<file path="src/source/cpu_cfg.svh">
`ifndef CPU_CFG_SVH
`define CPU_CFG_SVH

// architectural register count, register 0 is hardwired to zero
`define CPU_NUM_REGS 32

// instruction word-address width, also the width of the pc
`define CPU_IMEM_AW 8

// data memory words, addresses wrap modulo this depth
`define CPU_DMEM_DEPTH 64

`endif

</file>
<file path="src/source/cpu_pkg.sv">
`include "cpu_cfg.svh"

package cpu_pkg;

	typedef logic [31:0] instr_t;
	typedef logic [31:0] word_t;
	typedef logic [4:0] reg_addr_t;

	typedef enum logic [5:0] {
		NOP  = 6'd0,
		ALU  = 6'd1,
		ADDI = 6'd2,
		LW   = 6'd3,
		SW   = 6'd4,
		BEQZ = 6'd5
	} opcode_t;

	// carried in sub_op_base, bits 4..0 of a register ALU instruction
	typedef enum logic [4:0] {
		ADD = 5'd0,
		SUB = 5'd1,
		AND = 5'd2,
		OR  = 5'd3,
		XOR = 5'd4,
		SLT = 5'd5
	} alu_op_t;

	// execute operand source
	typedef enum logic [1:0] {
		FWD_REG    = 2'd0,
		FWD_EX_MEM = 2'd1,
		FWD_MEM_WB = 2'd2
	} fwd_sel_t;

	typedef struct packed {
		logic                    valid;
		logic [`CPU_IMEM_AW-1:0] pc;
		instr_t                  instr;
	} if_id_t;

	typedef struct packed {
		logic                    valid;
		logic [`CPU_IMEM_AW-1:0] pc;
		opcode_t                 opcode;
		alu_op_t                 alu_op;
		word_t                   ra_data;
		word_t                   rb_data;
		reg_addr_t               ra_addr;
		reg_addr_t               rb_addr;
		word_t                   imm;
		logic                    use_imm;
		logic                    dm_read;
		logic                    dm_write;
		logic                    reg_write;
		reg_addr_t               wr_addr;
	} id_ex_t;

	typedef struct packed {
		logic      valid;
		word_t     result; // alu result, memory address for lw and sw
		logic      overflow;
		word_t     store_data;
		logic      dm_read;
		logic      dm_write;
		logic      reg_write;
		reg_addr_t wr_addr;
	} ex_mem_t;

	// valid here means a real register write, never to register 0
	typedef struct packed {
		logic      valid;
		reg_addr_t addr;
		word_t     data;
		logic      overflow;
	} wb_t;

endpackage

</file>
<file path="src/source/data_mem.sv">
`timescale 1ns/1ns
`include "cpu_cfg.svh"

module data_mem (
	input  logic             clock,
	input  logic             arst_n,
	input  cpu_pkg::ex_mem_t access,
	output cpu_pkg::word_t   rdata
);
	import cpu_pkg::*;

	localparam int DM_AW = $clog2(`CPU_DMEM_DEPTH);

	word_t            mem [`CPU_DMEM_DEPTH];
	logic [DM_AW-1:0] index;

	assign index = access.result[DM_AW-1:0]; // wraps modulo depth

	always_ff @(posedge clock or negedge arst_n) begin
		if (!arst_n) begin
			for (int i = 0; i < `CPU_DMEM_DEPTH; i++) begin
				mem[i] <= '0;
			end
		end else if (access.valid && access.dm_write) begin
			mem[index] <= access.store_data;
		end
	end

	assign rdata = mem[index];

endmodule

</file>
<file path="config.mk">
export PLATFORM = sky130hd
export DESIGN_NAME = data_mem
export DESIGN_NICKNAME = d
export VERILOG_FILES = /design/src/source/cpu_pkg.sv /design/src/source/data_mem.sv
export VERILOG_INCLUDE_DIRS = /design/src /design/src/source
export SDC_FILE = /design/constraint.sdc
export NUM_CORES = 2
export LEC_CHECK = 0
export BUFFER_PORTS_ARGS = -buffer_cell sky130_fd_sc_hd__buf_2
export CAP_MARGIN = 10
export CORE_ASPECT_RATIO = 1.75
export CORE_MARGIN = 3
export CORE_UTILIZATION = 53
export CTS_CLUSTER_DIAMETER = 150
export DETAILED_ROUTE_END_ITERATION = 7
export HOLD_SLACK_MARGIN = 0.05
export PLACE_DENSITY_LB_ADDON = 0.1
export SYNTH_ARGS = -nofsm -noshare
export SYNTH_HDL_FRONTEND = slang
export SYNTH_SLANG_ARGS = --single-unit
</file>
<file path="constraint.sdc">
create_clock -name clock -period 5.2 [get_ports clock]
set_input_delay 1.04 -clock clock [delete_from_list [all_inputs] [get_ports clock]]
set_output_delay 1.04 -clock clock [all_outputs]
set_load 0.02 [all_outputs]
</file>
==> flow_summary.toml <==
[clock_network]
cts_max_level = 4
post_cts_resize_count = 0
cts_buffers = 194
tritoncts = "built"
clkTransAtPathRegs_ps = 70
tritoncts_num_sinks = 2048
cts_post_setup_buffers_inserted = 0
insertion_delay_ps = 830
ctsHoldBuffers = 0
cts.path.max_buffers = 4
clock_tree.root_cell = "sky130_fd_sc_hd__clkbuf_16"

[final_layout]
largest_registers = "mem: 2048 flops"
layout-drive-gt1-share_pct = 42.2
synthToLayoutAreaGrowth_pct = 12.0
number_of_flip_flops_in_the_largest_register = 2048
final.fill_count = 13716
largest-register = "mem"
finalCoreUtilization_pct = 59.9
nets = 6864
seq_area_um2 = 51200
fin_area_um2 = 103000
multiInputGateArea_um2 = 37900
final-instance-count-excl-fill = 9174

[place]
place_congestion = 0.885
place_ws_ps = 143
numPortBuffers = 73
placed_standard_cell_area_um2 = 96600
place_hpwl_mm = 202
numPlacedInstances = 8824

[logic_synthesis]
net_count_of_the_mapped_netlist = 6959
synthTopCellsByArea = "sky130_fd_sc_hd__dfrtp_1 56%, sky130_fd_sc_hd__mux2_2 25%, sky130_fd_sc_hd__a22oi_1 3.6%"
synth_top_cells_by_count = "2048 x sky130_fd_sc_hd__dfrtp_1, 2044 x sky130_fd_sc_hd__mux2_2, 446 x sky130_fd_sc_hd__a22oi_1, 329 x sky130_fd_sc_hd__a221oi_1, 313 x sky130_fd_sc_hd__buf_2"
synth-main-ff-cell = "sky130_fd_sc_hd__dfrtp_1"
yosysWarnings = 0
synth_top_area_share_pct = 55.7
synth_area_um2 = 92100
synth.most_common_cell = "sky130_fd_sc_hd__dfrtp_1"
async_flop_share_pct = 100
synth-seq-area-share_pct = 55.7
netlist_instances = 6883
yosysUniqueCellTypes = 61
ff_latch_count_synth = 2048
postSynthAreaPerCell_um2 = 13.4
synth-edff-count = 0
post-synth-top-area-cell = "sky130_fd_sc_hd__dfrtp_1"

[sta]
finalCriticalPeriod_ps = 5210
fmax_mhz = 192
drv_slew = 0
finalSetupViolations = 1
grt_setup_unrepaired = "false"
layout_worst_path_cycle_share_pct = 100
final.hold.worst_slack_ps = 88.0
worst-slew-pin-transition_ps = 1290
layout_setup_ws_ps = -6.25
final.setup_skew_ps = 0
relative_max_transition_margin_pct = 14.1
hold_viol_final = 0

[worst_hold_path]
hp-class = "primary input to asynchronous set/reset pin"

[worst_setup_path]
crit_path_top_delay_cell = "sky130_fd_sc_hd__nor2b_4"
worst_setup_path_end_kind = "output pin"
worstPathArrival_ps = 4170
cpMostUsedCell = "sky130_fd_sc_hd__buf_4"
path_class = "primary input to output pin"
worst-path-max-fanout = 30
crit_path_start_kind = "primary input"
path_cells = "buf_8, nor2b_4, buf_4, a221oi_1, nor4b_1, buf_4, a21oi_1, o211ai_1, buf_4, buf_2"
critPathMaxStageDelay_ps = 870
critical_path_required_ps = 4160

[floorplanning]
fp.dieW_um = 321
design.die.area_um2 = 179000
rows = 201
core-area_um2 = 172000
initial_core_util_pct = 53.5
design.portCount = 108
die-height_um = 557

[global_route]
grt_start_max_net_pins = 174
grt_antenna_before_repair = 16
vias_in_the_first_global_route = 64762
grt_usage_pct = 36.2
global_route_overflow = 0
grt_first_pass_wirelength_mm = 468

[drt]
routed_wire_length_per_instance_um = 35.5
routed-via-count = 63105
detail_route.drc_violations = 0
drt_pre_antenna_iters = 6
post_route_antenna_net_violation_count = 0
avgViaCountPerCell = 6.88
drt-total-wl_mm = 325
detail_route.iter0.violations = 5882

[job]
cap_viol_max_count = 0

[power]
power.leakage_nw = 47.9
p_per_area_nw_per_um2 = 350
worst_ir_drop_vdd_mv = 0.279

[outcome]
outcome = "finished with violations"
failed_checks = "setup timing"
## placed cells by master (no fill, tap or decap), drive strengths merged, types with 19 or more instances in the layout
cell type	count
mux2	2080
nand2	124
a222oi	19
mux2i	120
nand3	23
o221ai	32
mux4	22
buf	470
clkinv	33
dfrtp	2048
nor2	182
a211oi	31
clkbuf	282
a221oi	329
o22ai	122
nor3	29
a22oi	446
o21ai	149
a21oi	158
o211ai	23
a22o	30
## where the power goes
group	total [mW]	switching (mW)	internal, mW
Sequential	17.9	0.653	17.2
Clock	14.6	6.20	8.36
Combinational	3.67	2.08	1.60
Total	36.1	8.93	27.2
## critical path, delay by kind of cell
kind                   cells  cell delay, ps
AO/OA/AOI/OAI              3             610
buffers and inverters      5            1170
AND/OR/NAND/NOR            2            1250
## final timing paths
check	startpoint	endpoint	slack [ps]	cells past startpoint
max	access[42]	rdata[25]	-6	10
min	arst_n	mem[1849]$_DFFE_PN0P_	90	1
max reg2reg	mem[1147]$_DFFE_PN0P_	mem[1147]$_DFFE_PN0P_	4390	1
min reg2reg	mem[362]$_DFFE_PN0P_	mem[362]$_DFFE_PN0P_	490	1
max in group asynchronous	arst_n	mem[2034]$_DFFE_PN0P_	3590	3
min in group clock	mem[362]$_DFFE_PN0P_	mem[362]$_DFFE_PN0P_	490	1
## metal layers
metal / GRT usage (%) / part of all wire, %
met1: 43.8 / 37
met2: 59.6 / 48
met5: 0 / 0.018
met4: 23.8 / 8.0
met3: 6.59 / 7.4
## logic make-up (layout without fill, tap and decap cells)
group | after synthesis | after routing | synth area share, %
other | 0 | 10 | 0
AO/OA/AOI/OAI | 1384 | 1384 | 10.9
AND/OR/NAND/NOR | 467 | 467 | 2.40
flip-flops | 2048 | 2048 | 55.7
buffers and inverters | 762 | 810 | 3.74
multiplexers | 2222 | 2222 | 27.3
## per-stage QoR
stage / total power [mW] / setup TNS [ps]
6_report: 36.1 / -6.25
5_1_grt: 37.3 / 0
4_1_cts: 36.3 / 0
3_5_place_dp: 21.8 / 0
3_3_place_gp: 21.6 / 0
2_1_floorplan: 20.3 / 0
## area by class of cell
type                       count  share of cell area, %
sequential                  2048                   49.7
multi-input combinational   4073                   36.8
clock buffer                 282                   5.52
timing repair buffer         470                   4.58
tap                         2233                   2.71
clock inverter                57                  0.704
antenna                       10                 0.0243
inverter                       1                0.00850
(Power assumes the default switching activity.)
