### src/source/cpu_cfg.svh
`ifndef CPU_CFG_SVH
`define CPU_CFG_SVH

// architectural register count, register 0 is hardwired to zero
`define CPU_NUM_REGS 32

// instruction word-address width, also the width of the pc
`define CPU_IMEM_AW 8

// data memory words, addresses wrap modulo this depth
`define CPU_DMEM_DEPTH 64

`endif

### src/source/cpu_pkg.sv
`include "cpu_cfg.svh"

package cpu_pkg;

	typedef logic [31:0] instr_t;
	typedef logic [31:0] word_t;
	typedef logic [4:0] reg_addr_t;

	typedef enum logic [5:0] {
		NOP  = 6'd0,
		ALU  = 6'd1,
		ADDI = 6'd2,
		LW   = 6'd3,
		SW   = 6'd4,
		BEQZ = 6'd5
	} opcode_t;

	// carried in sub_op_base, bits 4..0 of a register ALU instruction
	typedef enum logic [4:0] {
		ADD = 5'd0,
		SUB = 5'd1,
		AND = 5'd2,
		OR  = 5'd3,
		XOR = 5'd4,
		SLT = 5'd5
	} alu_op_t;

	// execute operand source
	typedef enum logic [1:0] {
		FWD_REG    = 2'd0,
		FWD_EX_MEM = 2'd1,
		FWD_MEM_WB = 2'd2
	} fwd_sel_t;

	typedef struct packed {
		logic                    valid;
		logic [`CPU_IMEM_AW-1:0] pc;
		instr_t                  instr;
	} if_id_t;

	typedef struct packed {
		logic                    valid;
		logic [`CPU_IMEM_AW-1:0] pc;
		opcode_t                 opcode;
		alu_op_t                 alu_op;
		word_t                   ra_data;
		word_t                   rb_data;
		reg_addr_t               ra_addr;
		reg_addr_t               rb_addr;
		word_t                   imm;
		logic                    use_imm;
		logic                    dm_read;
		logic                    dm_write;
		logic                    reg_write;
		reg_addr_t               wr_addr;
	} id_ex_t;

	typedef struct packed {
		logic      valid;
		word_t     result; // alu result, memory address for lw and sw
		logic      overflow;
		word_t     store_data;
		logic      dm_read;
		logic      dm_write;
		logic      reg_write;
		reg_addr_t wr_addr;
	} ex_mem_t;

	// valid here means a real register write, never to register 0
	typedef struct packed {
		logic      valid;
		reg_addr_t addr;
		word_t     data;
		logic      overflow;
	} wb_t;

endpackage

### src/source/hazard_unit.sv
`timescale 1ns/1ns

module hazard_unit (
	input  cpu_pkg::if_id_t    if_id,
	input  cpu_pkg::id_ex_t    id_ex,
	input  cpu_pkg::ex_mem_t   ex_mem,
	input  cpu_pkg::wb_t       mem_wb,
	input  logic               branch_taken,
	output cpu_pkg::fwd_sel_t  fwd_a,
	output cpu_pkg::fwd_sel_t  fwd_b,
	output logic               stall,
	output logic               branch_flush
);
	import cpu_pkg::*;

	reg_addr_t src_a;
	reg_addr_t src_b;
	logic      ex_fwd_ok;
	logic      wb_fwd_ok;
	logic      load_use;

	// sources of the instruction waiting in decode
	always_comb begin
		src_a = '0;
		src_b = '0;
		case (if_id.instr[31:26])
			ALU: begin
				src_a = if_id.instr[20:16];
				src_b = if_id.instr[15:11];
			end
			ADDI, LW, BEQZ: begin
				src_a = if_id.instr[20:16];
			end
			SW: begin
				src_a = if_id.instr[20:16];
				src_b = if_id.instr[25:21];
			end
			default: ;
		endcase
	end

	// load data is not ready until mem_wb
	assign ex_fwd_ok = ex_mem.valid && ex_mem.reg_write && !ex_mem.dm_read &&
		(ex_mem.wr_addr != '0);
	assign wb_fwd_ok = mem_wb.valid && (mem_wb.addr != '0);

	assign fwd_a = (ex_fwd_ok && ex_mem.wr_addr == id_ex.ra_addr) ? FWD_EX_MEM :
		(wb_fwd_ok && mem_wb.addr == id_ex.ra_addr) ? FWD_MEM_WB : FWD_REG;
	assign fwd_b = (ex_fwd_ok && ex_mem.wr_addr == id_ex.rb_addr) ? FWD_EX_MEM :
		(wb_fwd_ok && mem_wb.addr == id_ex.rb_addr) ? FWD_MEM_WB : FWD_REG;

	assign load_use = if_id.valid && id_ex.valid && id_ex.dm_read && id_ex.reg_write &&
		(id_ex.wr_addr != '0) && (id_ex.wr_addr == src_a || id_ex.wr_addr == src_b);

	assign branch_flush = branch_taken && id_ex.valid && (id_ex.opcode == BEQZ);
	assign stall = load_use && !branch_flush; // a taken branch discards the waiting use

endmodule

### config.mk
export PLATFORM = sky130hd
export DESIGN_NAME = hazard_unit
export DESIGN_NICKNAME = d
export VERILOG_FILES = /design/src/source/cpu_pkg.sv /design/src/source/hazard_unit.sv
export VERILOG_INCLUDE_DIRS = /design/src /design/src/source
export SDC_FILE = /design/constraint.sdc
export NUM_CORES = 1
export LEC_CHECK = 0
export BUFFER_PORTS_ARGS = -buffer_cell sky130_fd_sc_hd__buf_4
export CAP_MARGIN = 20
export CORE_AREA = 2 2 116 118
export DETAILED_ROUTE_END_ITERATION = 8
export DIE_AREA = 0 0 118 120
export GPL_TIMING_DRIVEN = 0
export SYNTH_ARGS = -nofsm -noshare
export SYNTH_HDL_FRONTEND = slang
export SYNTH_SLANG_ARGS = --single-unit
### constraint.sdc
create_clock -name vclk -period 1.75
set_clock_uncertainty 0.15 [all_clocks]
set_input_delay 0.175 -clock vclk [all_inputs]
set_output_delay 0.175 -clock vclk [all_outputs]
set_load 0.03 [all_outputs]
==> flow_summary.toml <==
[outcome]
outcome = "finished with violations"
violations_in_the_final_reports = "setup timing"

[detailed_routing]
detailroute.via_count = 1083
detail-route-antenna-nets = 0
wl_per_cell_um = 10.39
first_iter_violations = 70
drc = 0
detailedRoute.firstPassIterationCount = 4
routed_wl_um = 3574
avgViaCountPerCell = 3.148

[setup_path]
cp_data_required_time_ns = 1.42
critPathKind = "input pin to primary output"
worst_setup_path_start_kind = "input pin"
worst_setup_path_startpoint = "if_id[28]"
endpoint_kind = "primary output"
worst_ep_arrival_time_ns = 1.83
crit_path_max_fanout = 7
critical_path.endpoint = "stall"

[floorplan]
floorplan.die.height_um = 120
die_width_um = 118
placeableCoreArea_mm2 = 0.01298
fp.dieArea_mm2 = 0.01416
start_util = 0.05350
floorplan_row_count = 42
boundaryPins = 296

[sta]
timing_max_transition_violations_final = 0
achievable-frequency_ghz = 0.4643
worst_slew_pin_slew_ns = 0.4307
timing.final.crit_share = 1.231
maxSlewHeadroom = 0.7102
hold_slack_ns = 0.5016
post-route-worst-setup-slack_ns = -0.4040
final-hold-violation-count = 0
rsz0062_at_grt = "true"
fin_setup_tns_ns = -0.4701
final.min_clock_period_ns = 2.154
timing.final.setup_violations = 3

[placed_design]
dp_worst_setup_slack_ns = -0.7405
place.detailed.hpwl_um = 2874
io_buffers = 65
placed_cells_incl_taps = 336
place_congestion = 0.8240

[min_path]
worst_hold_path_type = "input pin to primary output"
holdPathStages = 3

[grt]
number_of_antenna_violations_at_the_first_check_in_global_routing = 0
grt_start_max_net_pins = 9
grt_overflow_total = 0
grtUsageTotal = 0.04767
grt_pass1_wl_um = 5602
first_global_vias = 1157

[synthesis]
mappedNetlistArea_um2 = 694.4
synth_sequential_area_ratio = 0
synthesis.area_per_instance_um2 = 7.310
post_synth_num_cell_types = 40
yosys_warnings = 0
synth_fp_nets = 385
postSynthCellCount = 95

[layout]
area.sequential_um2 = 0
insertedDiodeCount = 0
layout.clock_buffers = 0
area.growth.synth_to_final_pct = 136.8
finalNonFillerCells = 344
final_layout_size_suffix_gt1_frac = 0.5536
number_of_nets_in_the_layout = 460
seq_cell_count = 0

[power_and_ir_drop]
power_density_normalized_to_cell_area_mw_per_mm2 = 194.1
intPower_w = 0.0001773
combinationalPowerShare = 1.000
power.share.sequential = 0
sw_frac_of_total = 0.4445
netSwitchingPower_w = 0.0001419
peak_vdd_ir_mv = 0.07967
power.static_leakage_nw = 0.5941
clock_network_fraction_of_total_power = 0

[clock_tree]
cts_hold_repair.buffers = 0

[job]
max_cap_viol_count = 0
-- through the flow --
step / total power, W / util / instance area (µm²)
after global routing: 0.0003435 / 0.1267 / 1644
after CTS: 0.0003102 / 0.1251 / 1624
after floorplan: 0.0001066 / - / 728.2
after global placement: 0.0002600 / 0.1107 / 1436
final: 0.0003191 / 0.1267 / 1644
after detailed placement: 0.0002678 / 0.1107 / 1436
-- synthesized netlist by cell type, drive strengths merged (2+ instances only) --
master   number  area (µm²)
a21oi         2       10.01
a2111oi       2       23.77
nand3         3       15.01
or4           4       30.03
nor3          4       20.02
nand2b        3       18.77
xor2         16       140.1
o21ai         8       40.04
a22oi         2       15.01
xnor2        10       87.58
nand4         2       12.51
nor4          7       58.81
o2bb2ai       2       17.52
nor2          5       18.77
nand2         2       7.510
nor4bb        2       20.02
-- critical path, cell delays in order --
cell and delay [ns]:
buf_12 0.08, and2b_2 0.26, a22o_1 0.26, xor2_1 0.15, o21ai_1 0.14, nand4_1 0.19
a2111oi_2 0.35, buf_4 0.22
-- worst min-delay path by stage --
stage	from	end	slack, ns
2_1_floorplan	id_ex[124]	branch_flush	0.33
3_3_place_gp	id_ex[124]	branch_flush	0.50
3_5_place_dp	id_ex[124]	branch_flush	0.50
4_1_cts	id_ex[124]	branch_flush	0.50
5_1_grt	id_ex[124]	branch_flush	0.52
6_report	id_ex[124]	branch_flush	0.50
-- power by group through the flow --
stage               Sequential [W]  Combinational [W]  Clock (W)
floorplan                        0           0.000107          0
global placement                 0           0.000260          0
detailed placement               0           0.000268          0
CTS                              0           0.000310          0
global route                     0           0.000343          0
finish                           0           0.000319          0
-- layout by cell type (no fill, tap or decap), types with 2 or more instances in the layout --
cell type   n
a21oi_1     2
a22oi_1     2
buf_12      2
buf_4      63
buf_6       7
nand2_1     2
nand2b_1    3
nand3_1     3
nand4_1     2
nor2_1      5
nor3_1      3
nor4_1      2
nor4_2      2
nor4_4      3
nor4bb_1    2
o21ai_0     3
o21ai_1     3
o2bb2ai_1   2
or4_1       2
or4_4       2
xnor2_1    10
xor2_1     16
-- layout make-up --
| cell class | count | area (µm²) |
|---|---|---|
| Timing Repair Buffer | 73 | 606.8 |
| Buffer | 2 | 8.758 |
| Inverter | 1 | 3.754 |
| Fill cell | 1490 | 11340 |
| Tap cell | 176 | 220.2 |
| Multi-Input combinational cell | 92 | 804.5 |
-- what timing repair did --
| item | in CTS | in global routing |
|---|---|---|
| buffers inserted | 8 | 0 |
| pin swaps | 14 | 6 |
| resized for setup | 30 | 4 |
| setup endpoints to repair | 3 | 4 |
-- cell families (layout without fill, tap and decap cells) --
group                  count (synthesis)  count (layout)  share of synthesized area
AND/OR/NAND/NOR                       39              39                     0.3640
AO/OA/AOI/OAI                         27              27                     0.2901
XOR/XNOR                              26              26                     0.3279
buffers and inverters                  3              76                    0.01800
-- routing by layer --
layer  GRT usage  wire (µm)  up-vias
met5           0          0        -
met4    0.002259         14        0
met3     0.01711        482        2
met2     0.08757       1687       69
met1     0.05562       1389      488
li1            -          -      524
(Power assumes the default switching activity.)
