===== config.mk =====
export PLATFORM = sky130hd
export DESIGN_NAME = reg_file
export DESIGN_NICKNAME = d
export VERILOG_FILES = /design/src/source/cpu_pkg.sv /design/src/source/reg_file.sv
export VERILOG_INCLUDE_DIRS = /design/src /design/src/source
export SDC_FILE = /design/constraint.sdc
export NUM_CORES = 2
export LEC_CHECK = 0
export BUFFER_PORTS_ARGS = -buffer_cell sky130_fd_sc_hd__buf_4
export CAP_MARGIN = 20
export CORE_MARGIN = 2
export CORE_UTILIZATION = 43
export DETAILED_ROUTE_END_ITERATION = 6
export GPL_ROUTABILITY_DRIVEN = 1
export PLACE_DENSITY = 0.64
export SLEW_MARGIN = 20
export SYNTH_ARGS = -nofsm -noshare
export SYNTH_HDL_FRONTEND = slang
export SYNTH_SLANG_ARGS = --single-unit
export TNS_END_PERCENT = 100

===== constraint.sdc =====
create_clock -name clock -period 5.4 [get_ports clock]
set_input_delay 0.54 -clock clock [delete_from_list [all_inputs] [get_ports clock]]
set_output_delay 0.54 -clock clock [all_outputs]
set_load 0.05 [all_outputs]

===== src/source/cpu_cfg.svh =====
`ifndef CPU_CFG_SVH
`define CPU_CFG_SVH

// architectural register count, register 0 is hardwired to zero
`define CPU_NUM_REGS 32

// instruction word-address width, also the width of the pc
`define CPU_IMEM_AW 8

// data memory words, addresses wrap modulo this depth
`define CPU_DMEM_DEPTH 64

`endif


===== src/source/cpu_pkg.sv =====
`include "cpu_cfg.svh"

package cpu_pkg;

	typedef logic [31:0] instr_t;
	typedef logic [31:0] word_t;
	typedef logic [4:0] reg_addr_t;

	typedef enum logic [5:0] {
		NOP  = 6'd0,
		ALU  = 6'd1,
		ADDI = 6'd2,
		LW   = 6'd3,
		SW   = 6'd4,
		BEQZ = 6'd5
	} opcode_t;

	// carried in sub_op_base, bits 4..0 of a register ALU instruction
	typedef enum logic [4:0] {
		ADD = 5'd0,
		SUB = 5'd1,
		AND = 5'd2,
		OR  = 5'd3,
		XOR = 5'd4,
		SLT = 5'd5
	} alu_op_t;

	// execute operand source
	typedef enum logic [1:0] {
		FWD_REG    = 2'd0,
		FWD_EX_MEM = 2'd1,
		FWD_MEM_WB = 2'd2
	} fwd_sel_t;

	typedef struct packed {
		logic                    valid;
		logic [`CPU_IMEM_AW-1:0] pc;
		instr_t                  instr;
	} if_id_t;

	typedef struct packed {
		logic                    valid;
		logic [`CPU_IMEM_AW-1:0] pc;
		opcode_t                 opcode;
		alu_op_t                 alu_op;
		word_t                   ra_data;
		word_t                   rb_data;
		reg_addr_t               ra_addr;
		reg_addr_t               rb_addr;
		word_t                   imm;
		logic                    use_imm;
		logic                    dm_read;
		logic                    dm_write;
		logic                    reg_write;
		reg_addr_t               wr_addr;
	} id_ex_t;

	typedef struct packed {
		logic      valid;
		word_t     result; // alu result, memory address for lw and sw
		logic      overflow;
		word_t     store_data;
		logic      dm_read;
		logic      dm_write;
		logic      reg_write;
		reg_addr_t wr_addr;
	} ex_mem_t;

	// valid here means a real register write, never to register 0
	typedef struct packed {
		logic      valid;
		reg_addr_t addr;
		word_t     data;
		logic      overflow;
	} wb_t;

endpackage


===== src/source/reg_file.sv =====
`timescale 1ns/1ns
`include "cpu_cfg.svh"

module reg_file (
	input  logic               clock,
	input  logic               arst_n,
	input  cpu_pkg::reg_addr_t ra_addr,
	input  cpu_pkg::reg_addr_t rb_addr,
	output cpu_pkg::word_t     ra_data,
	output cpu_pkg::word_t     rb_data,
	input  cpu_pkg::wb_t       wr
);
	import cpu_pkg::*;

	word_t regs [1:`CPU_NUM_REGS-1]; // no storage for register 0

	always_ff @(posedge clock or negedge arst_n) begin
		if (!arst_n) begin
			for (int i = 1; i < `CPU_NUM_REGS; i++) begin
				regs[i] <= '0;
			end
		end else if (wr.valid && wr.addr != '0) begin
			regs[wr.addr] <= wr.data;
		end
	end

	// same-cycle write passes straight through to the readers
	assign ra_data = (ra_addr == '0) ? '0 :
		(wr.valid && wr.addr == ra_addr) ? wr.data : regs[ra_addr];
	assign rb_data = (rb_addr == '0) ? '0 :
		(wr.valid && wr.addr == rb_addr) ? wr.data : regs[rb_addr];

endmodule


==> impl_results.rst <==
.. list-table::
   :header-rows: 1

   * - Metric
     - Value
   * - Outcome
     - finished with violations
   * - Violated checks
     - DRC
   * - Switch Pwr
     - ~6.3 mW
   * - Shortest clock period the worst path allows after layout
     - 4250 ps
   * - Compound-Gate Fraction of Synth Area
     - 0.0517
   * - Die width
     - 357 um
   * - Average size of a mapped cell
     - roughly 15 um2
   * - Largest family of logic cells by synthesized area
     - multiplexers
   * - Final Non-Filler Cells
     - 5,317
   * - Post-CTS Setup Inserts
     - 0
   * - Cell type with the highest aggregate area in the netlist
     - sky130_fd_sc_hd__dfrtp_1
   * - Kind of launch point of the worst setup path
     - input pin
   * - Height of the chip
     - 357 um
   * - Main synth FF type
     - sky130_fd_sc_hd__dfrtp_1
   * - TritonCTS clock tree
     - done
   * - DRC violation count after routing
     - 8
   * - Buffer depth of the longest clock path
     - 3
   * - Logic gate share of total power
     - 0.219
   * - Cell types with the largest area share after synthesis
     - sky130_fd_sc_hd__dfrtp_1 46%, sky130_fd_sc_hd__mux2_2 23%, sky130_fd_sc_hd__mux4_2 18%
   * - Maximum ir drop on the vdd rail
     - 0.282 mV
   * - Hold Crit Class
     - in2reg
   * - Number of hold buffers added after CTS
     - 1
   * - Synth Net Count
     - between 3k and 4k
   * - GPL Wtd Cong
     - 0.817
   * - Total negative slack for setup checks
     - 0 ps
   * - Global-route wire length before repair
     - 257,000 um
   * - Synth-to-Final Area Change
     - 11.6%
   * - Max-capacitance violation count
     - 0
   * - Critical path cell sequence
     - buf_8 -> buf_4 -> buf_4 -> mux4_2 -> a22o_1 -> a221o_1 -> a211oi_1 -> nor3_1 -> buf_4
   * - Multiplexer fraction of the synthesized cell area
     - 0.422
   * - Register ranked first by flip-flop count
     - regs
   * - Ratio of final minimum period to clock period
     - 0.787
   * - Pin count of the biggest net entering global routing
     - 151
   * - Worst slew margin relative to its limit
     - 0.279
   * - Post-cts repair resize count
     - 0
   * - Part of the power in registers
     - 0.441
   * - Boundary Pins
     - 115
   * - Post-synth top area share
     - 0.463
   * - Post-synthesis xor/xnor area fraction
     - 0.00163
   * - Ratio of cells with drive above 1 in the final layout
     - 0.538
   * - Number of flip-flops and latches in the synthesized netlist
     - a little under 1k
   * - Ys async rst share
     - 1.00
   * - Share of the yosys chip area belonging to registers
     - 0.463
   * - Synthesized-area fraction occupied by adder cells
     - 0
   * - Total number of nets in the final design
     - 3,641
   * - Rows
     - 129
   * - Power per Cell Area
     - 376 nW/um2
   * - Antenna violations before repair
     - 7
   * - Critical path type
     - in2out
   * - Post-synthesis cell count
     - 3,632
   * - Total congestion overflow after global routing
     - 0
   * - Switching Fraction
     - 0.280
   * - Clock root buffer
     - sky130_fd_sc_hd__clkbuf_16
   * - Endpoint required time on the critical path
     - 4860 ps
   * - Die area
     - 128,000 um2
   * - Crit-path leading delay family
     - buffers and inverters
   * - Flip-flop count of the largest register, all copies and words added
     - between 900 and 1k
   * - Core Box Area
     - 124,000 um2
   * - Unrepaired setup endpoints after global routing
     - no
   * - Initial Utilization
     - 0.433
   * - Count of final hold-check violations
     - 0
   * - Synth warn
     - 0
   * - Slew at the pin closest to its max-slew limit
     - around 1100 ps
   * - Routed Wire Length
     - roughly 180,000 um
   * - Worst path slowest cell
     - sky130_fd_sc_hd__mux4_2
   * - Count of input and output buffers
     - 113
   * - First-pass detailed-route iteration total
     - 7
   * - Number of enable flip-flop cells after synthesis
     - 0
   * - Critical path buffer and inverter count
     - 4
   * - Clock buffers created by TritonCTS
     - 108
   * - Post-synthesis share of cell area spent on and, or, nand and nor gates
     - 0.0267
   * - Cell Area, Synth
     - between 50,000 and 60,000 um2
   * - Largest fanout on the critical path
     - 46
   * - Routed via count divided by cell count
     - 6.62
   * - Total via count after detailed routing
     - about 35k
   * - Maximum frequency from static timing analysis
     - between 0.2 and 0.25 GHz
   * - Gr usage total
     - 0.277
   * - Vias in the first global route
     - about 36k
   * - Top Registers
     - regs (992)
   * - Pins over their slew limit
     - 0
   * - Clock latency on the worst-skew pair
     - 680 ps
   * - Antenna Violating Nets Remaining
     - 0
   * - Number of design-rule violations left by the first detailed-router iteration
     - ~3.6k
   * - Clk_skew
     - 0 ps
   * - Highest cell delay on the worst timing path
     - 530 ps
   * - Num Clock Sinks
     - ~990
   * - Dominant cell type by count on the critical path
     - sky130_fd_sc_hd__buf_4
   * - Count of different cell masters after synthesis
     - 60
   * - Count of placed standard cells including taps
     - 5,116
   * - Clock network fraction of design power
     - 0.340
   * - Number of H-tree levels
     - 3
   * - Clk pin slew, worst setup/hold paths
     - ~60 ps
   * - Cell-internal power
     - roughly 16 mW
   * - Kind of end point of the critical path
     - output port
   * - Post-DP HPWL
     - 104,000 um
   * - Average wire per standard cell
     - 33.2 um
   * - Leakage
     - 25.6 nW
   * - Data arrival time at the worst-slack endpoint
     - 3710 ps
   * - Total of endpoints with negative setup slack in the final report
     - 0
==> layer usage <==
layer / GRT usage / wire length, um
met5: 0 / 56
met4: 0.114 / 7480
met3: 0.0574 / 14800
met2: 0.416 / 79400
met1: 0.394 / 74600
==> worst paths after layout <==
path	cells past startpoint	to	startpoint	slack, ps
hold reg to reg	1	regs[689]	regs[689]	520
max in group asynchronous	3	regs[358]	arst_n	3540
hold / removal	2	regs[406]	wr[23]	380
setup reg to reg	1	regs[960]	regs[960]	4590
setup / recovery	9	rb_data[2]	rb_addr[0]	1150
min in group asynchronous	2	regs[677]	arst_n	450
==> synth_stat cells (all sizes together) (6+ instances only) <==
library cell	number
a2111oi	8
a211oi	62
a21o	9
a21oi	7
a221o	44
a221oi	70
a22o	38
a22oi	14
a31oi	8
and2	7
buf	182
clkbuf	217
dfrtp	992
mux2	1087
mux2i	68
mux4	430
nand2	67
nand3	8
nand3b	6
nor2	101
nor2b	20
nor3	70
nor3b	6
o21ai	6
o21bai	9
o22ai	30
o31ai	6
o41ai	14
xnor2	6
==> metrics by stage <==
step	setup WS (ps)	cell area (um2)	utilization	hold slack (ps)	total power [mW]
after floorplan	1550	53700	-	244	13.4
after global placement	1180	56200	0.454	499	14.7
after detailed placement	1190	56200	0.454	508	14.9
after CTS	1170	59800	0.483	342	22.6
after global routing	1010	59800	0.483	389	23.4
final	1150	59900	0.484	380	22.5
==> kinds of logic after synthesis <==
family,Yosys count
multiplexers,1585
flip-flops,992
AND/OR/NAND/NOR,306
XOR/XNOR,10
buffers and inverters,401
AO/OA/AOI/OAI,338
==> power by group through the flow <==
stage               registers [mW]  clock network [mW]  logic, mW
floorplan                     9.66                   0       3.78
global placement              9.91                   0       4.83
finish                        9.93                7.65       4.93
CTS                           9.88                7.77       4.94
global route                  10.1                8.09       5.23
detailed placement            10.0                   0       4.92
==> cell type report <==
class                           instances  area (um2)
Antenna cell                            5        12.5
Clock buffer                          162        3190
Clock inverter                         33         437
Fill cell                           10676       63900
Inverter                                2        7.51
Multi-Input combinational cell       2239       27100
Sequential cell                       992       24800
Tap cell                             1637        2050
Timing Repair Buffer                  247        2200
==> layout by cell type, fill, tap and decap left out, drive strengths merged, types with 67 or more instances in the layout <==
cell	count
mux2	1087
dfrtp	992
mux4	430
buf	246
clkbuf	162
nor2	101
nor3	70
a221oi	70
mux2i	68
nand2	67
(Power assumes the default switching activity.)
