[src/source/cpu_cfg.svh]
`ifndef CPU_CFG_SVH
`define CPU_CFG_SVH

// architectural register count, register 0 is hardwired to zero
`define CPU_NUM_REGS 32

// instruction word-address width, also the width of the pc
`define CPU_IMEM_AW 8

// data memory words, addresses wrap modulo this depth
`define CPU_DMEM_DEPTH 64

`endif

[src/source/cpu_pkg.sv]
`include "cpu_cfg.svh"

package cpu_pkg;

	typedef logic [31:0] instr_t;
	typedef logic [31:0] word_t;
	typedef logic [4:0] reg_addr_t;

	typedef enum logic [5:0] {
		NOP  = 6'd0,
		ALU  = 6'd1,
		ADDI = 6'd2,
		LW   = 6'd3,
		SW   = 6'd4,
		BEQZ = 6'd5
	} opcode_t;

	// carried in sub_op_base, bits 4..0 of a register ALU instruction
	typedef enum logic [4:0] {
		ADD = 5'd0,
		SUB = 5'd1,
		AND = 5'd2,
		OR  = 5'd3,
		XOR = 5'd4,
		SLT = 5'd5
	} alu_op_t;

	// execute operand source
	typedef enum logic [1:0] {
		FWD_REG    = 2'd0,
		FWD_EX_MEM = 2'd1,
		FWD_MEM_WB = 2'd2
	} fwd_sel_t;

	typedef struct packed {
		logic                    valid;
		logic [`CPU_IMEM_AW-1:0] pc;
		instr_t                  instr;
	} if_id_t;

	typedef struct packed {
		logic                    valid;
		logic [`CPU_IMEM_AW-1:0] pc;
		opcode_t                 opcode;
		alu_op_t                 alu_op;
		word_t                   ra_data;
		word_t                   rb_data;
		reg_addr_t               ra_addr;
		reg_addr_t               rb_addr;
		word_t                   imm;
		logic                    use_imm;
		logic                    dm_read;
		logic                    dm_write;
		logic                    reg_write;
		reg_addr_t               wr_addr;
	} id_ex_t;

	typedef struct packed {
		logic      valid;
		word_t     result; // alu result, memory address for lw and sw
		logic      overflow;
		word_t     store_data;
		logic      dm_read;
		logic      dm_write;
		logic      reg_write;
		reg_addr_t wr_addr;
	} ex_mem_t;

	// valid here means a real register write, never to register 0
	typedef struct packed {
		logic      valid;
		reg_addr_t addr;
		word_t     data;
		logic      overflow;
	} wb_t;

endpackage

[src/source/alu.sv]
`timescale 1ns/1ns

module alu (
	input  cpu_pkg::alu_op_t op,
	input  cpu_pkg::word_t   a,
	input  cpu_pkg::word_t   b,
	output cpu_pkg::word_t   result,
	output logic             overflow,
	output logic             a_zero
);
	import cpu_pkg::*;

	word_t sum;
	word_t diff;

	assign sum = a + b;
	assign diff = a - b;

	always_comb begin
		result = '0;
		overflow = 1'b0;
		case (op)
			ADD: begin
				result = sum;
				overflow = (a[31] == b[31]) && (sum[31] != a[31]); // same signs in, other sign out
			end
			SUB: begin
				result = diff;
				overflow = (a[31] != b[31]) && (diff[31] != a[31]);
			end
			AND: result = a & b;
			OR:  result = a | b;
			XOR: result = a ^ b;
			SLT: result = {31'b0, $signed(a) < $signed(b)};
			default: result = '0;
		endcase
	end

	assign a_zero = (a == '0); // beqz condition

endmodule

[config.mk]
export PLATFORM = sky130hd
export DESIGN_NAME = alu
export DESIGN_NICKNAME = d
export VERILOG_FILES = /design/src/source/cpu_pkg.sv /design/src/source/alu.sv
export VERILOG_INCLUDE_DIRS = /design/src /design/src/source
export SDC_FILE = /design/constraint.sdc
export NUM_CORES = 1
export LEC_CHECK = 0
export BUFFER_PORTS_ARGS = -buffer_cell sky130_fd_sc_hd__buf_2
export CORE_AREA = 2 2 112 114
export DETAILED_ROUTE_END_ITERATION = 10
export DIE_AREA = 0 0 114 116
export GPL_TIMING_DRIVEN = 0
export PLACE_DENSITY_LB_ADDON = 0.15
export SYNTH_ARGS = -nofsm -noshare
export SYNTH_HDL_FRONTEND = slang
export SYNTH_SLANG_ARGS = --single-unit
[constraint.sdc]
create_clock -name vclk -period 5.3
set_clock_uncertainty 0.1 [all_clocks]
set_input_delay 0.265 -clock vclk [all_inputs]
set_output_delay 0.265 -clock vclk [all_outputs]
set_load 0.01 [all_outputs]
==> flow_metrics.py, run 1 <==
metrics = {
    "timing": {
        "rsz0062_at_grt": "false",
        "maxSlewViolCount": 0,
        "timing.setup.tns_ns": 0,
        "max_slew_margin_pct": 15.9,
        "min_period_over_period_pct": 69.6,
        "hold_slack_ns": 0.841,
        "fmax_mhz": 271,
        "layout_min_cycle_time_ns": 3.69,
        "hold_viol_final": 0,
        "setup_viol": 0,
        "worst_pin_slew_ns": 1.24,
    },
    "global_routing": {
        "grt_antenna_before_repair": 0,
        "grt_pass1_wl_mm": 30.8,
        "grt_max_degree": 11,
        "grt_pass1_vias": 5641,
        "grt_util_all_layers_pct": 29.5,
        "overflow": 0,
    },
    "place": {
        "dp_hpwl_mm": 15.8,
        "dpl.cell_count": 1030,
        "gp_congestion": 0.979,
        "numPortBuffers": 102,
    },
    "finish": {
        "ff_latch_area_um2": 0,
        "multiInputGateArea_um2": 4580,
        "seq_cell_count": 0,
        "nFillCells": 1322,
        "antennaDiodeCount": 0,
        "clock_buffers": 0,
        "utilization_pct": 49.0,
        "fin_cells": 1030,
        "final_nets": 1057,
        "final_layout_size_suffix_gt1_share_pct": 15.5,
        "area_growth_pct": 13.5,
    },
    "synthesis": {
        "seq_area_frac_synth_pct": 0,
        "synth_largest_area_cell": "ha_1",
        "yosys_warnings": 0,
        "yosys-top-cells-count": "103 x nor2_1, 101 x ha_1, 90 x inv_1",
        "synth_most_common_cell": "nor2_1",
        "netlist.area_leader.share_pct": 24.6,
        "syn_nets": 953,
        "netlist_area_um2": 5140,
        "synthDistinctLibCells": 70,
        "netlist_instances": 781,
        "syn_area_per_cell_um2": 6.58,
        "synth_area_leaders": "ha_1 25%, nor2_1 7.5%, a21oi_1 6.6%, inv_1 6.6%, a221oi_1 5.1%",
    },
    "worst_hold_path": {
        "hold_class": "in2out",
        "hold_depth": 5,
        "hp-start": "a[3]",
        "worstHoldEndpoint": "a_zero",
    },
    "route": {
        "ant_nets": 0,
        "via_count": 6348,
        "dr.pass1.iters": 7,
        "wire_per_inst_um": 19.7,
        "drtIter0Drc": 654,
        "drcViolationCount": 0,
        "wl_mm": 20.3,
        "viasPerCell": 6.16,
    },
    "critical_path": {
        "startpoint_type": "primary input",
        "cp_top_family": "compound AO/OA/AOI/OAI gates",
        "crit_path_max_fanout": 10,
        "path_class": "in2out",
        "worstPathArrival_ns": 3.33,
        "end_kind": "output port",
        "critPathMaxStageDelay_ns": 0.40,
        "worst-endpoint-required_ns": 4.93,
        "cpMaxStageDelayCell": "buf_1",
        "cp_cell_sequence": "buf_2 -> inv_1 -> ha_1 -> buf_1 -> nand3_1 -> a21oi_1 -> o2111ai_2 -> a211oi_2 -> o32ai_2 -> xnor2_1 -> or3_1 -> a21oi_1 -> buf_2",
        "crit_buf_inv": 4,
    },
    "floorplan": {
        "die_w_um": 114,
        "die-area_um2": 13200,
        "core_um2": 11900,
        "num_rows": 40,
        "io_pins": 103,
        "start_util_pct": 43.2,
        "die_y_um": 116,
    },
    "clocking": {
        "post-cts-setup-buffers": 0,
        "hold_buffers": 0,
        "cts_resized": 0,
    },
    "pwr": {
        "vdd_ir_drop_max_uv": 43.9,
        "p_leak_nw": 2.92,
        "power_density_nw_per_um2": 106,
        "total_power_uw": 617,
    },
    "job": {
        "drv_cap": 0,
    },
    "outcome": {
        "outcome": "complete, no violations",
    },
}
[stage by stage]
stage / worst slack [ns] / instance area [µm²]
floorplan: 2.41 / 5140
global placement: 1.66 / 5840
detailed placement: 1.66 / 5840
CTS: 1.63 / 5840
global route: 1.47 / 5840
finish: 1.61 / 5840
[where the power goes]
part	switching [mW]	internal (mW)	total (mW)
registers	0	0	0
clock network	0	0	0
logic	0.381	0.236	0.617
total	0.381	0.236	0.617
[worst min-delay path: stages]
cell and delay [ns]:
buf_2 0.11, nor4_1 0.07, nand4_1 0.07, nor2_1 0.04, buf_2 0.13
[how the worst max path moves through the flow]
stage | slack (ns) | cells past startpoint | start | to
after floorplan | 2.41 | 11 | a[14] | overflow
after global placement | 1.66 | 14 | a[2] | result[30]
after detailed placement | 1.66 | 14 | a[2] | result[30]
after CTS | 1.63 | 14 | a[2] | result[30]
after global routing | 1.47 | 13 | a[7] | overflow
final | 1.61 | 13 | a[7] | overflow
[layout make-up]
cell class	instances	share of cell area [%]
multi-input cells	636	78.5
repair buffers	102	8.75
well taps	147	3.15
plain buffers	52	3.67
inverters	93	5.98
[placed cells by master, fill, tap and decap left out, types with 7 or more instances in the layout]
cell and count:
a21o_1 17, a21oi_1 68, clkbuf_1 34, o211ai_1 7, inv_1 90, ha_1 101
a211oi_1 11, nand3_1 13, nand2b_1 8, nor2b_1 9, nor3_1 12, nand2_1 38
o22ai_1 29, nor2_1 103, xnor2_1 26, a221oi_1 30, buf_2 114, o21bai_1 11
o21ai_0 33, nor4_1 14
[routing by layer]
layer | vias to the layer above | wire (µm) | GRT usage [%]
met3 | 52 | 1760 | 1.46
met1 | 2954 | 8880 | 41.4
met4 | 0 | 658 | 8.13
met5 | - | 0 | 0
li1 | 3026 | - | -
met2 | 316 | 8970 | 49.2
[cell families after synthesis]
| logic type | Yosys count | share of synthesized area [%] |
|---|---|---|
| AOI/OAI and AO/OA | 274 | 37.7 |
| and+or+nand+nor | 225 | 20.2 |
| buffers and inverters | 145 | 11.0 |
| adders and majority gates | 103 | 25.4 |
| xor gates and xnor gates | 32 | 5.45 |
| muxes | 2 | 0.389 |
(Power assumes the default switching activity.)
==> inputs of run 2 (changes only) <==
==> constraint.sdc (replaced) <==
create_clock -name vclk -period 3.18
set_clock_uncertainty 0.1 [all_clocks]
set_input_delay 0.159 -clock vclk [all_inputs]
set_output_delay 0.159 -clock vclk [all_outputs]
set_load 0.01 [all_outputs]
==> flow_metrics.py, run 2 (same netlist as run 1, synthesis figures left out) <==
metrics = {
    "global_routing": {
        "grt_antenna_before_repair": 0,
        "grt_util_all_layers_pct": 29.8,
        "grt_pass1_vias": 5717,
        "overflow": 0,
        "grt_max_degree": 11,
        "grt_pass1_wl_mm": 31.2,
    },
    "floorplan": {
        "core_um2": 11900,
        "die_w_um": 114,
        "start_util_pct": 43.2,
        "die_y_um": 116,
        "io_pins": 103,
        "die-area_um2": 13200,
        "num_rows": 40,
    },
    "route": {
        "via_count": 6471,
        "viasPerCell": 6.23,
        "drtIter0Drc": 708,
        "wire_per_inst_um": 20.0,
        "dr.pass1.iters": 7,
        "drcViolationCount": 0,
        "wl_mm": 20.8,
        "ant_nets": 0,
    },
    "timing": {
        "hold_viol_final": 0,
        "maxSlewViolCount": 0,
        "setup_slack_ns": -0.0345,
        "fmax_mhz": 311,
        "layout_min_cycle_time_ns": 3.21,
        "setup_viol": 1,
        "timing.setup.tns_ns": -0.0345,
        "rsz0062_at_grt": "true",
        "worst_pin_slew_ns": 1.24,
        "min_period_over_period_pct": 101,
        "max_slew_margin_pct": 16.3,
    },
    "finish": {
        "stdcell_area_um2": 6210,
        "fin_cells": 1038,
        "nFillCells": 1270,
        "clock_buffers": 0,
        "final_layout_size_suffix_gt1_share_pct": 21.2,
        "final_nets": 1065,
        "ff_latch_area_um2": 0,
        "multiInputGateArea_um2": 4860,
        "seq_cell_count": 0,
        "layout_common_cells": "110 x buf_2, 102 x nor2_1, 98 x ha_1",
        "antennaDiodeCount": 0,
        "final_common_cell": "buf_2",
        "area_growth_pct": 20.9,
    },
    "clocking": {
        "hold_buffers": 0,
    },
    "critical_path": {
        "crit_buf_inv": 5,
        "cp_cell_sequence": "buf_4 -> inv_2 -> ha_4 -> inv_1 -> fa_2 -> a221oi_4 -> o31ai_4 -> buf_12 -> a211oi_4 -> o31ai_4 -> a211o_1 -> a211oi_2 -> xnor2_1 -> o22ai_1 -> buf_2",
        "end_kind": "output port",
        "crit_path_max_fanout": 5,
        "cpMostUsedCell": "o31ai_4",
        "startpoint_type": "primary input",
        "critPathMaxStageDelay_ns": 0.37,
        "worstPathArrival_ns": 2.96,
        "path_class": "in2out",
        "critical_path_depth": 15,
        "cpMaxStageDelayCell": "fa_2",
        "cp_top_family": "compound AO/OA/AOI/OAI gates",
        "worst-endpoint-required_ns": 2.92,
    },
    "pwr": {
        "p_leak_nw": 3.01,
        "vdd_ir_drop_max_uv": 75.4,
        "power_density_nw_per_um2": 182,
    },
    "outcome": {
        "outcome": "complete, but fails checks",
        "violations": "setup timing",
    },
    "job": {
        "drv_cap": 0,
    },
    "place": {
        "placed_area_um2": 5840,
        "gp_congestion": 0.979,
        "dpl.cell_count": 1030,
        "dp_hpwl_mm": 15.8,
        "pre_cts_slack_ns": -0.250,
        "numPortBuffers": 102,
    },
    "worst_hold_path": {
        "hold_depth": 5,
        "hold_class": "in2out",
    },
}
## run 2: cell count changes in the layout (fill, tap and decap cells not counted), sizes merged
cell / delta
clkbuf: +2
buf: +6
## run 2: worst min-delay path: stages
cell	delay [ns]
buf_2	0.11
nor4_1	0.06
nand4_1	0.07
nor2_1	0.04
buf_2	0.13
## run 2: final cells by class
cell class	instances	share of cell area [%]
multi-input cells	636	78.2
repair buffers	111	9.54
well taps	147	2.96
plain buffers	51	3.71
inverters	93	5.62
## run 2: path summary, 6_finish.rpt
check	startpoint	to	slack, ns
max	a[0]	result[28]	-0.03
min	a[3]	a_zero	0.63
## run 2: timing repair
action / in CTS / in global routing
endpoints found under the setup margin: 12 / 21
pin swaps: 5 / 23
buffers inserted: 2 / 7
resized for setup: 23 / 47
## run 2: metrics by stage
| stage | utilization [%] | total power [mW] | hold slack, ns |
|---|---|---|---|
| final | 52.2 | 1.13 | 0.629 |
| after global routing | 52.2 | 1.22 | 0.658 |
| after CTS | 50.0 | 1.04 | 0.630 |
| after detailed placement | 49.0 | 0.999 | 0.629 |
| after global placement | 49.0 | 1.00 | 0.629 |
| after floorplan | - | 0.697 | 0.352 |
## run 2: metal layers
layer / part of all wire, % / up-vias / routed length (µm) / GRT usage [%]
met2: 45 / 388 / 9250 / 49.3
met5: 0 / - / 0 / 0
li1: - / 3032 / - / -
met4: 3.2 / 0 / 667 / 9.35
met1: 43 / 2995 / 8840 / 41.4
met3: 9.7 / 56 / 2010 / 2.04
## run 2: power by group
group	switching (mW)	leakage [nW]	total (mW)	internal [mW]
Sequential	0	0	0	0
Clock	0	0	0	0
Combinational	0.682	3.01	1.13	0.447
